--- src/design/corr_settings.svh ---
`ifndef CORR_SETTINGS_SVH
`define CORR_SETTINGS_SVH

// --------------------
// Array geometry
// --------------------
`define CORR_ANTENNAS        4   // One-bit antenna inputs
`define CORR_BLOCKS          3   // Correlator blocks
`define CORR_PAIRS_PER_BLOCK 2   // Pairs handled by each block
`define CORR_PAIRS           6   // All antenna pairs, blocks * pairs per block

// --------------------
// Counters and flow control
// --------------------
`define CORR_COUNT_BITS      16  // Accumulator width, also block size width
`define CORR_CREDITS         4   // Depth of the downstream buffer

`endif

--- src/design/corr_pkg.sv ---
`include "corr_settings.svh"

package corr_pkg;

   // Index types
   typedef logic [$clog2(`CORR_ANTENNAS)-1:0] ant_idx_t;  // Antenna number
   typedef logic [$clog2(`CORR_PAIRS)-1:0]    pair_idx_t; // Global pair number

   // One strobed sample, real and quadrature bits
   typedef struct packed {
      logic [`CORR_ANTENNAS-1:0] re;     // Current antenna bits
      logic [`CORR_ANTENNAS-1:0] im;     // Bits of the previous strobed sample
      logic                      strobe; // Sample is valid
   } sample_t;

   // Visibility word, kind = 1
   typedef struct packed {
      logic                        kind;
      pair_idx_t                   pair;
      logic [`CORR_COUNT_BITS-1:0] re_count;
      logic [`CORR_COUNT_BITS-1:0] im_count;
   } vis_t;

   // Frame header word, kind = 0
   typedef struct packed {
      logic                        kind;
      logic [2:0]                  pad;     // Always zero
      logic [`CORR_COUNT_BITS-1:0] frame;   // Frame number
      logic [`CORR_COUNT_BITS-1:0] samples; // Samples per block
   } hdr_t;

   // Output word, the kind bit picks the view
   typedef union packed {
      vis_t vis;
      hdr_t hdr;
   } corr_word_u;

   // Pair table (0,1)(0,2)(0,3)(1,2)(1,3)(2,3)
   // Block b owns pairs 2b and 2b+1
   localparam ant_idx_t pair_ant_a [`CORR_PAIRS] = '{
      2'd0, 2'd0, 2'd0, 2'd1, 2'd1, 2'd2
   };
   localparam ant_idx_t pair_ant_b [`CORR_PAIRS] = '{
      2'd1, 2'd2, 2'd3, 2'd2, 2'd3, 2'd3
   };

endpackage

--- src/design/correlator_block.sv ---
`timescale 1ns/1ps
`include "corr_settings.svh"

module correlator_block (
   input  logic                        clk_i,
   input  logic                        sw_d,
   input  logic [1:0]                  block_id_i, // Fixed per instance
   input  corr_pkg::sample_t           sample_i,
   input  logic                        swap_i,
   input  logic                        rd_slot_i,  // Local pair of the read
   output logic [`CORR_COUNT_BITS-1:0] rd_re_o,
   output logic [`CORR_COUNT_BITS-1:0] rd_im_o
);

   localparam int CB  = `CORR_COUNT_BITS;
   localparam int PPB = `CORR_PAIRS_PER_BLOCK;

   corr_pkg::pair_idx_t pair_idx [PPB]; // Global pair per slot
   corr_pkg::ant_idx_t  ant_a    [PPB];
   corr_pkg::ant_idx_t  ant_b    [PPB];
   logic [CB-1:0]       inc_re   [PPB]; // Increment this cycle
   logic [CB-1:0]       inc_im   [PPB];

   // Accumulators indexed by bank then slot
   logic [CB-1:0] acc_re [2][PPB];
   logic [CB-1:0] acc_im [2][PPB];
   logic          bank_sel; // Active bank, the other one is frozen

   // --------------------
   // Pair lookup and compare
   // --------------------
   always_comb begin
      for (int s = 0; s < PPB; s++) begin
         pair_idx[s] = corr_pkg::pair_idx_t'(int'(block_id_i) * PPB + s);
         ant_a[s]    = corr_pkg::pair_ant_a[pair_idx[s]];
         ant_b[s]    = corr_pkg::pair_ant_b[pair_idx[s]];
         // Agreement counts, real against real and real against quadrature
         inc_re[s] = CB'(sample_i.strobe &&
                         (sample_i.re[ant_a[s]] == sample_i.re[ant_b[s]]));
         inc_im[s] = CB'(sample_i.strobe &&
                         (sample_i.re[ant_a[s]] == sample_i.im[ant_b[s]]));
      end
   end

   // --------------------
   // Double-banked accumulate
   // --------------------
   always_ff @(posedge clk_i or posedge sw_d) begin
      if (sw_d) begin
         bank_sel <= 1'b0;
         for (int k = 0; k < 2; k++) begin
            for (int s = 0; s < PPB; s++) begin
               acc_re[k][s] <= '0;
               acc_im[k][s] <= '0;
            end
         end
      end else begin
         if (swap_i) begin
            bank_sel <= ~bank_sel; // Old active bank becomes readable
         end
         for (int s = 0; s < PPB; s++) begin
            if (swap_i) begin
               // Fresh bank starts with the sample that came with swap
               acc_re[~bank_sel][s] <= inc_re[s];
               acc_im[~bank_sel][s] <= inc_im[s];
            end else begin
               acc_re[bank_sel][s] <= acc_re[bank_sel][s] + inc_re[s];
               acc_im[bank_sel][s] <= acc_im[bank_sel][s] + inc_im[s];
            end
         end
      end
   end

   // Read port into the frozen bank
   assign rd_re_o = acc_re[~bank_sel][rd_slot_i];
   assign rd_im_o = acc_im[~bank_sel][rd_slot_i];

endmodule

--- src/design/correlator_top.sv ---
`timescale 1ns/1ps
`include "corr_settings.svh"

module correlator_top (
   input  logic                        clk_i,
   input  logic                        sw_d,
   input  logic                        enable_i,
   input  logic [`CORR_ANTENNAS-1:0]   antenna_i,
   input  logic [`CORR_COUNT_BITS-1:0] blocksize_i,
   input  logic                        credit_i,
   output corr_pkg::corr_word_u        word_o,
   output logic                        valid_o,
   output logic                        overrun_o
);

   corr_pkg::sample_t           sample;
   logic                        swap;
   logic [`CORR_COUNT_BITS-1:0] frame;
   corr_pkg::pair_idx_t         rd_pair;
   logic                        rd_slot;  // Local slot inside a block
   logic [`CORR_COUNT_BITS-1:0] rd_re [`CORR_BLOCKS];
   logic [`CORR_COUNT_BITS-1:0] rd_im [`CORR_BLOCKS];

   sample_front u_front (
      .clk_i       (clk_i),
      .sw_d        (sw_d),
      .enable_i    (enable_i),
      .antenna_i   (antenna_i),
      .blocksize_i (blocksize_i),
      .sample_o    (sample),
      .swap_o      (swap),
      .frame_o     (frame)
   );

   assign rd_slot = 1'(rd_pair % `CORR_PAIRS_PER_BLOCK);

   // --------------------
   // Correlator blocks, all share sample and read slot
   // --------------------
   for (genvar g = 0; g < `CORR_BLOCKS; g++) begin : g_blk
      correlator_block u_blk (
         .clk_i      (clk_i),
         .sw_d       (sw_d),
         .block_id_i (2'(g)),
         .sample_i   (sample),
         .swap_i     (swap),
         .rd_slot_i  (rd_slot),
         .rd_re_o    (rd_re[g]),
         .rd_im_o    (rd_im[g])
      );
   end

   visibility_drain u_drain (
      .clk_i       (clk_i),
      .sw_d        (sw_d),
      .swap_i      (swap),
      .frame_i     (frame),
      .blocksize_i (blocksize_i),
      .rd_pair_o   (rd_pair),
      .rd_re_i     (rd_re),
      .rd_im_i     (rd_im),
      .credit_i    (credit_i),
      .word_o      (word_o),
      .valid_o     (valid_o),
      .overrun_o   (overrun_o)
   );

endmodule

--- src/design/sample_front.sv ---
`timescale 1ns/1ps
`include "corr_settings.svh"

module sample_front (
   input  logic                        clk_i,
   input  logic                        sw_d,
   input  logic                        enable_i,    // Acquisition enable
   input  logic [`CORR_ANTENNAS-1:0]   antenna_i,   // Real bit per antenna
   input  logic [`CORR_COUNT_BITS-1:0] blocksize_i, // Samples per block minus one
   output corr_pkg::sample_t           sample_o,
   output logic                        swap_o,      // Bank swap, one cycle
   output logic [`CORR_COUNT_BITS-1:0] frame_o      // Frame number
);

   logic [`CORR_ANTENNAS-1:0]   ant_q;  // Captured antennas
   logic                        en_q;   // Captured enable, the strobe
   logic [`CORR_ANTENNAS-1:0]   hist_q; // Last strobed bits
   logic [`CORR_COUNT_BITS-1:0] cnt_q;  // Strobed samples in this block
   logic                        pend_q; // Block full, swap on next strobe

   // --------------------
   // Capture
   // --------------------
   always_ff @(posedge clk_i) begin
      ant_q <= antenna_i; // Payload only
   end

   always_ff @(posedge clk_i or posedge sw_d) begin
      if (sw_d) begin
         en_q   <= 1'b0;
         hist_q <= '0;
      end else begin
         en_q <= enable_i;
         if (en_q) begin
            hist_q <= ant_q; // One-sample-delay quadrature
         end
      end
   end

   // --------------------
   // Block counter
   // --------------------
   always_ff @(posedge clk_i or posedge sw_d) begin
      if (sw_d) begin
         cnt_q   <= '0;
         pend_q  <= 1'b0;
         frame_o <= '0;
      end else begin
         if (swap_o) begin
            pend_q  <= 1'b0;          // Swap taken
            frame_o <= frame_o + 1'b1;
         end
         if (en_q) begin
            if (cnt_q == blocksize_i) begin
               cnt_q  <= '0;
               pend_q <= 1'b1;        // Last sample of block, wins over clear
            end else begin
               cnt_q <= cnt_q + 1'b1;
            end
         end
      end
   end

   // Swap rides with the first sample of the next block
   assign swap_o = en_q && pend_q;

   assign sample_o.re     = ant_q;
   assign sample_o.im     = hist_q;
   assign sample_o.strobe = en_q;

endmodule

--- src/design/visibility_drain.sv ---
`timescale 1ns/1ps
`include "corr_settings.svh"

module visibility_drain (
   input  logic                        clk_i,
   input  logic                        sw_d,
   input  logic                        swap_i,
   input  logic [`CORR_COUNT_BITS-1:0] frame_i,
   input  logic [`CORR_COUNT_BITS-1:0] blocksize_i,
   output corr_pkg::pair_idx_t         rd_pair_o,
   input  logic [`CORR_COUNT_BITS-1:0] rd_re_i [`CORR_BLOCKS],
   input  logic [`CORR_COUNT_BITS-1:0] rd_im_i [`CORR_BLOCKS],
   input  logic                        credit_i,  // One credit back per pulse
   output corr_pkg::corr_word_u        word_o,
   output logic                        valid_o,
   output logic                        overrun_o  // Sticky until reset
);

   localparam int          CW       = $clog2(`CORR_CREDITS + 1);
   localparam logic [2:0]  LAST_SEQ = 3'(`CORR_PAIRS); // Header plus six pairs

   logic                        busy;     // Frame in progress
   logic [2:0]                  seq;      // 0 is header, then pair + 1
   logic [CW-1:0]               credits;
   logic [`CORR_COUNT_BITS-1:0] frame_q;  // Latched at swap
   logic [`CORR_COUNT_BITS-1:0] blk_q;
   logic [1:0]                  blk_sel;  // Block owning the pair
   logic                        send;
   logic                        last;

   assign send = busy && (credits != '0); // Credit gate
   assign last = send && (seq == LAST_SEQ);

   // --------------------
   // Frame sequencer
   // --------------------
   always_ff @(posedge clk_i or posedge sw_d) begin
      if (sw_d) begin
         busy      <= 1'b0;
         seq       <= '0;
         overrun_o <= 1'b0;
      end else begin
         if (swap_i) begin
            busy <= 1'b1;
            seq  <= '0; // Restart on the new frame
            if (busy && !last) begin
               overrun_o <= 1'b1; // Old frame dropped
            end
         end else if (send) begin
            seq <= seq + 1'b1;
            if (last) begin
               busy <= 1'b0;
            end
         end
      end
   end

   always_ff @(posedge clk_i) begin
      if (swap_i) begin
         frame_q <= frame_i;
         blk_q   <= blocksize_i;
      end
   end

   // --------------------
   // Credit counter
   // --------------------
   always_ff @(posedge clk_i or posedge sw_d) begin
      if (sw_d) begin
         credits <= CW'(`CORR_CREDITS);
      end else begin
         case ({send, credit_i})
            2'b10: credits <= credits - 1'b1;
            2'b01: begin
               if (credits < CW'(`CORR_CREDITS)) begin
                  credits <= credits + 1'b1; // Saturate at buffer depth
               end
            end
            default: credits <= credits; // Both or neither
         endcase
      end
   end

   // --------------------
   // Word build
   // --------------------
   assign rd_pair_o = (seq == '0) ? '0 : corr_pkg::pair_idx_t'(seq - 1'b1);
   assign blk_sel   = 2'(rd_pair_o / `CORR_PAIRS_PER_BLOCK);

   always_comb begin
      word_o = '0;
      if (seq == '0) begin
         word_o.hdr.kind    = 1'b0;
         word_o.hdr.pad     = '0;
         word_o.hdr.frame   = frame_q;
         word_o.hdr.samples = blk_q + 1'b1; // Block size as counted
      end else begin
         word_o.vis.kind     = 1'b1;
         word_o.vis.pair     = rd_pair_o;
         word_o.vis.re_count = rd_re_i[blk_sel];
         word_o.vis.im_count = rd_im_i[blk_sel];
      end
   end

   assign valid_o = send;

endmodule

--- config.mk ---
export PLATFORM = sky130hd
export DESIGN_NAME = correlator_top
export DESIGN_NICKNAME = d
export VERILOG_FILES = /design/src/design/corr_pkg.sv /design/src/design/correlator_block.sv /design/src/design/correlator_top.sv /design/src/design/sample_front.sv /design/src/design/visibility_drain.sv
export VERILOG_INCLUDE_DIRS = /design/src /design/src/design
export SDC_FILE = /design/constraint.sdc
export NUM_CORES = 1
export LEC_CHECK = 0
export BUFFER_PORTS_ARGS = -buffer_cell sky130_fd_sc_hd__buf_2
export CELL_PAD_IN_SITES_DETAIL_PLACEMENT = 1
export CELL_PAD_IN_SITES_GLOBAL_PLACEMENT = 2
export CORE_MARGIN = 2
export CORE_UTILIZATION = 44
export DETAILED_ROUTE_END_ITERATION = 6
export PLACE_DENSITY_LB_ADDON = 0.12
export REMOVE_ABC_BUFFERS = 1
export SYNTH_ARGS = -nofsm -noshare
export SYNTH_HDL_FRONTEND = slang
export SYNTH_SLANG_ARGS = --single-unit
--- constraint.sdc ---
create_clock -name clk_i -period 39.4 [get_ports clk_i]
set_input_delay 5.91 -clock clk_i [delete_from_list [all_inputs] [get_ports clk_i]]
set_output_delay 5.91 -clock clk_i [all_outputs]
set_load 0.05 [all_outputs]
==> results.json, run 1 <==
{
  "synth_compound_area_frac": 0.228,
  "drive_above_1_share": 0.104,
  "dp.cells": 4385,
  "status": "completed",
  "power_density_nw_per_um2": 39.4,
  "cts_tree": "done",
  "post_cts_buffers": 0,
  "hold_path.class": "flop to flop",
  "final_cells": 4490,
  "cts_buffer_depth": 3,
  "cts_resized": 0,
  "gr-total-overflow": 0,
  "cap_violations": 0,
  "setup_slack_ps": 27930,
  "io_pins": 62,
  "worstSetupPathType": "flop to primary output",
  "synth_warnings": 0,
  "core_area_um2": 71400,
  "die_area_um2": 74100,
  "clk_latency_ps": 660,
  "avgSynthCellArea_um2": 8.76,
  "synth_edf_count": 32,
  "required_ps": 33490,
  "rsz0062_at_grt": "no",
  "worstReg2RegStart": "u_front.en_q$_DFF_PP0_",
  "h-tree-depth": 2,
  "grt_pass1_vias": 30000,
  "critPathCaptureType": "primary output",
  "ir_drop_uv": 33.8,
  "max_freq_mhz": 87.2,
  "rows": 98,
  "drt_first_iter_violations": 2935,
  "numCtsBuffers": 58,
  "yosysUniqueCellTypes": 103,
  "synth_top_family_by_area": "simple AND/OR/NAND/NOR gates",
  "die_w_um": 272,
  "synthMuxAreaShare": 0.0635,
  "synth_adder_area_share": 0.0129,
  "crit_path_start": "u_drain.seq[0]$_DFFE_PP0P_",
  "diodes": 0,
  "final.setup.tns_ps": 0,
  "maxSlewViolCount": 0,
  "detail-route-antenna-nets": 0,
  "drtPass1Iterations": 6,
  "skew_ps": 36.2,
  "num-fill-cells": 8256,
  "hold_violations": 0,
  "grt_usage": 0.299,
  "yosysSeqAreaShare": 0.374,
  "final_nets": 3551,
  "postCtsHoldBufs": 0,
  "p_leak_nw": 13.6,
  "finalWorstPathRequiredPeriod_ps": 11470,
  "via_count": 29900,
  "synth_xor_area_frac": 0.0213,
  "synth_cells": 3615,
  "gp_congestion": 0.876,
  "ys_ff_latch": 468,
  "cts-root-buf": "clkbuf_16",
  "period_share": 0.291,
  "area_delta_synth_final_pct": 8.42,
  "die_y_um": 272,
  "wirelength_um": 112000,
  "pre_cts_ws_ps": 28680,
  "clkTransAtPathRegs_ps": 60,
  "synth_simple_gate_area_frac": 0.248,
  "setup_violations": 0,
  "start_kind": "flop",
  "netlist_area_um2": 31700,
  "tightest_slew_ps": 1160,
  "grt_pass1_wl_um": 177000,
  "drc_errors": 0,
  "start_util": 0.444,
  "ys_async_sr_fraction": 0.923,
  "port-buffer-count": 61,
  "post_drt_wl_per_cell_um": 25.0,
  "utilization": 0.481,
  "crit_fanout": 53,
  "cp.arrival_ps": 5560,
  "synth_ff_type": "dfrtp_1",
  "clock-sinks": 468,
  "slew_headroom": 0.223,
  "antenna_found_initial": 2,
  "grt_start_max_net_pins": 181,
  "hp-start": "u_front.frame_o[15]$_DFFE_PP0P_",
  "vias_per_cell": 6.66,
  "timing.hold.ws_ps": 474,
  "post-dp-hpwl_um": 75100
}
## report_power, final
part	switching, mW	internal, mW
Combinational	0.107	0.0700
Clock	0.233	0.361
Sequential	0.0618	0.521
## through the flow
step	instance area (um2)	total power, mW
final	34300	1.35
after global routing	34300	1.41
after CTS	34300	1.36
after detailed placement	32300	0.764
after global placement	32300	0.752
after floorplan	30300	0.699
## routing by layer
| layer | vias up | track usage | part of all wire |
|---|---|---|---|
| met1 | 15400 | 0.431 | 0.46 |
| met3 | 157 | 0.0374 | 0.057 |
| met4 | 0 | 0.0802 | 0.023 |
| li1 | 13500 | - | - |
| met5 | - | 0 | 0 |
| met2 | 834 | 0.472 | 0.46 |
## final timing paths
| path | end | slack, ps | cells after the start |
|---|---|---|---|
| max in group asynchronous | g_blk[0].u_blk.acc_im[35]$_DFFE_PP0P_ | 31740 | 4 |
| max reg2reg | g_blk[2].u_blk.acc_im[0]$_DFFE_PP0P_ | 34940 | 8 |
| min reg2reg | u_drain.frame_q[15]$_DFFE_PP_ | 470 | 0 |
| min in group asynchronous | g_blk[2].u_blk.acc_im[23]$_DFFE_PP0P_ | 5320 | 2 |
| min | u_drain.frame_q[15]$_DFFE_PP_ | 470 | 0 |
| max | word_o[17] | 27930 | 12 |
## cell usage in the layout (no fill, tap or decap), types with 15 or more instances in the layout
cell type / instances
nand2_1: 431
dfrtp_1: 427
nor2_1: 237
a21oi_1: 211
nand3_1: 191
o21ai_0: 162
nor3_1: 109
o22ai_1: 108
nand4_1: 76
and3_1: 75
inv_1: 71
and2_1: 63
nor2b_1: 61
buf_2: 61
clkbuf_16: 59
mux4_2: 52
a32o_1: 51
a31oi_1: 49
mux2i_1: 48
o211ai_1: 48
xor2_1: 47
a22oi_1: 45
nand2b_1: 43
nor4_1: 41
buf_4: 39
edfxtp_1: 32
mux2_2: 31
nand3b_1: 31
ha_1: 31
or3_1: 29
xnor2_1: 29
a211oi_1: 29
o32ai_1: 25
o311ai_0: 24
o31ai_1: 21
nor3b_1: 21
a311oi_1: 20
nand4b_1: 19
o2bb2ai_1: 15
## sequential cells by signal (all words and copies together), names as in the netlist, 4 cells and up, named ones only
| register | count |
|---|---|
| u_front.ant_q | 4 |
| u_drain.frame_q | 16 |
| g_blk.u_blk.acc_im | 192 |
| u_drain.blk_q | 16 |
| u_front.frame_o | 16 |
| g_blk.u_blk.acc_re | 192 |
| u_front.cnt_q | 16 |
## kinds of logic (layout without fill, tap and decap cells)
logic type | after synthesis | after routing
flip-flops | 468 | 468
adder cells (fa/ha/maj) | 32 | 32
buffers and inverters | 364 | 289
multiplexers | 132 | 132
AND/OR/NAND/NOR | 1521 | 1521
AO/OA/AOI/OAI | 1021 | 1021
XOR/XNOR | 77 | 77
## synthesized netlist by cell type (30+ instances only)
cell,count,area [um2]
o21ai_0,162,811
nand3b_1,31,233
nand4_1,76,475
mux2i_1,49,490
nand2_1,433,1630
nor2_1,237,890
nand3_1,191,956
xnor2_1,30,263
a32o_1,51,510
mux2_2,31,349
xor2_1,47,412
edfxtp_1,32,961
nor3_1,110,551
o22ai_1,108,676
a21oi_1,211,1060
a31oi_1,49,307
nor2b_1,61,382
inv_1,74,278
nor4_1,41,257
and3_1,75,469
and2_1,63,394
nand2b_1,43,269
clkbuf_1,127,477
dfrtp_1,431,10800
mux4_2,52,1170
o211ai_1,48,360
ha_1,31,388
a22oi_1,45,338
buf_2,118,591
## final cells by class
cell class / count / area, um2 / area share
Clock buffer: 83 / 1690 / 0.0491
Clock inverter: 22 / 385 / 0.0112
Inverter: 81 / 323 / 0.00940
Multi-Input combinational cell: 2783 / 18200 / 0.531
Sequential cell: 468 / 11900 / 0.346
Tap cell: 950 / 1190 / 0.0346
Timing Repair Buffer: 103 / 658 / 0.0192
## critical path, stage by stage (launching register included)
cell and delay, ps:
dfrtp_2 340, buf_4 680, clkinv_1 160, buf_4 300
ha_1 360, nor2b_4 170, inv_2 570, nand2_4 200
buf_4 450, mux4_2 560, a222oi_1 380, o21ai_0 330
buf_2 340
No activity file was read; power rests on OpenSTA's default activity.
==> inputs of run 2 (changes only) <==
--- a/config.mk
+++ b/config.mk
@@ -10,7 +10,7 @@
 export CELL_PAD_IN_SITES_DETAIL_PLACEMENT = 1
 export CELL_PAD_IN_SITES_GLOBAL_PLACEMENT = 2
 export CORE_MARGIN = 2
-export CORE_UTILIZATION = 44
+export CORE_UTILIZATION = 41
 export DETAILED_ROUTE_END_ITERATION = 6
 export PLACE_DENSITY_LB_ADDON = 0.12
 export REMOVE_ABC_BUFFERS = 1
==> constraint.sdc (replaced) <==
create_clock -name clk_i -period 11.2 [get_ports clk_i]
set_input_delay 1.68 -clock clk_i [delete_from_list [all_inputs] [get_ports clk_i]]
set_output_delay 1.68 -clock clk_i [all_outputs]
set_load 0.05 [all_outputs]
==> results.json, run 2 (synthesis gave the netlist of run 1 again) <==
{
  "hold_violations": 0,
  "rows": 101,
  "gp_congestion": 0.852,
  "antenna_found_initial": 1,
  "slowest_delay_ps": 760,
  "core_area_um2": 76200,
  "detail-route-antenna-nets": 0,
  "numCtsBuffers": 58,
  "port-buffer-count": 61,
  "required_ps": 9520,
  "post_drt_wl_per_cell_um": 24.2,
  "cp.arrival_ps": 5480,
  "die_area_um2": 79500,
  "worstHoldEndpoint": "u_drain.frame_q[15]$_DFFE_PP_",
  "finalWorstPathRequiredPeriod_ps": 7160,
  "area_delta_synth_final_pct": 8.42,
  "rr_endpoint": "g_blk[1].u_blk.acc_re[57]$_DFFE_PP0P_",
  "clkTransAtPathRegs_ps": 60,
  "reg2reg_slack_ps": 6590,
  "vias_per_cell": 6.50,
  "crit_fanout": 33,
  "slew_headroom": 0.269,
  "dp.cells": 4466,
  "hp-start": "u_front.frame_o[15]$_DFFE_PP0P_",
  "cts-root-buf": "clkbuf_16",
  "cap_violations": 0,
  "cpMaxStageDelayCell": "dfrtp_2",
  "wirelength_um": 111000,
  "via_count": 29700,
  "status": "completed",
  "start_kind": "flop",
  "hold_path.class": "flop to flop",
  "max_freq_mhz": 140,
  "cpMostUsedCell": "inv_2",
  "cts_resized": 0,
  "clk_latency_ps": 640,
  "ir_drop_uv": 119,
  "final_cells": 4578,
  "cts_buffer_depth": 3,
  "reg_top3": "g_blk.u_blk.acc_im: 192 flops, g_blk.u_blk.acc_re: 192 flops",
  "crit_chain": "clkinv_1, ha_1, nor2b_4, inv_2, nand2_4, buf_4, inv_2, o311a_1, o21ai_0, a21boi_0, buf_2",
  "final_common_cell": "nand2_1",
  "io_pins": 62,
  "rsz0062_at_grt": "no",
  "drc_errors": 0,
  "drtPass1Iterations": 6,
  "drt_first_iter_violations": 2459,
  "clock-sinks": 468,
  "post_cts_buffers": 0,
  "r2r_cells": 9,
  "total_power_mw": 4.61,
  "setup_violations": 0,
  "gr-total-overflow": 0,
  "grt_usage": 0.277,
  "grt_pass1_wl_um": 176000,
  "die_w_um": 282,
  "cts_tree": "done",
  "critPathCaptureType": "primary output",
  "grt_pass1_vias": 30000,
  "h-tree-depth": 2,
  "final_nets": 3552,
  "worstSetupPathType": "flop to primary output",
  "period_share": 0.639,
  "power_density_nw_per_um2": 134,
  "start_util": 0.416,
  "tightest_slew_ps": 1090,
  "skew_ps": 27.3,
  "timing.hold.ws_ps": 487,
  "postCtsHoldBufs": 0,
  "drive_above_1_share": 0.104,
  "final_cell_mix": "nand2_1 (431), dfrtp_1 (427), nor2_1 (237)",
  "maxSlewViolCount": 0,
  "grt_start_max_net_pins": 176,
  "num-fill-cells": 8768,
  "post-dp-hpwl_um": 74200,
  "min_path_cells": 0,
  "p_leak_nw": 13.6,
  "die_y_um": 282,
  "worstReg2RegStart": "g_blk[1].u_blk.bank_sel$_DFFE_PP0P_"
}
-- run 2: worst max-delay path by stage --
stage / start / end / depth (start not counted)
global route: u_drain.seq[0]$_DFFE_PP0P_ / word_o[16] / 11
global placement: u_drain.seq[0]$_DFFE_PP0P_ / word_o[8] / 11
finish: u_drain.seq[0]$_DFFE_PP0P_ / word_o[8] / 11
CTS: u_drain.seq[0]$_DFFE_PP0P_ / word_o[16] / 11
floorplan: u_front.en_q$_DFF_PP0_ / g_blk[0].u_blk.acc_re[0]$_DFFE_PP0P_ / 6
detailed placement: u_drain.seq[0]$_DFFE_PP0P_ / word_o[16] / 11
-- run 2: final cells by class --
cell class	instances	area [um2]	area share
multi-input combinational	2783	18200	0.531
clock buffer	93	1790	0.0520
inverter	81	323	0.00940
tap	1030	1290	0.0375
timing repair buffer	104	678	0.0198
sequential	468	11900	0.346
clock inverter	17	164	0.00477
antenna	2	5.00	0.000146
-- run 2: routing by layer --
layer,wire length (um),GRT usage
met1,51000,0.392
met2,52400,0.451
met3,5010,0.0344
met4,2460,0.0659
met5,0,0
-- run 2: stage by stage --
stage / cell area, um2 / utilization / worst slack [ps] / TNS [ps]
detailed placement: 32400 / 0.425 / 4660 / 0
CTS: 34300 / 0.450 / 3950 / 0
global placement: 32400 / 0.425 / 4810 / 0
finish: 34300 / 0.451 / 4040 / 0
global route: 34300 / 0.450 / 3850 / 0
floorplan: 30300 / - / -6900 / -3531460
-- run 2: critical path: cells and delay by family (launching register included) --
kind | cells | cell delay, ps
AO/OA/AOI/OAI | 3 | 850
adder cells (fa/ha/maj) | 1 | 350
buffers and inverters | 5 | 2180
flip-flops | 1 | 760
AND/OR/NAND/NOR | 2 | 620
-- run 2: power breakdown --
part           switching (mW)  internal [mW]
combinational           0.375          0.247
sequential              0.221           1.83
clock                   0.806           1.13
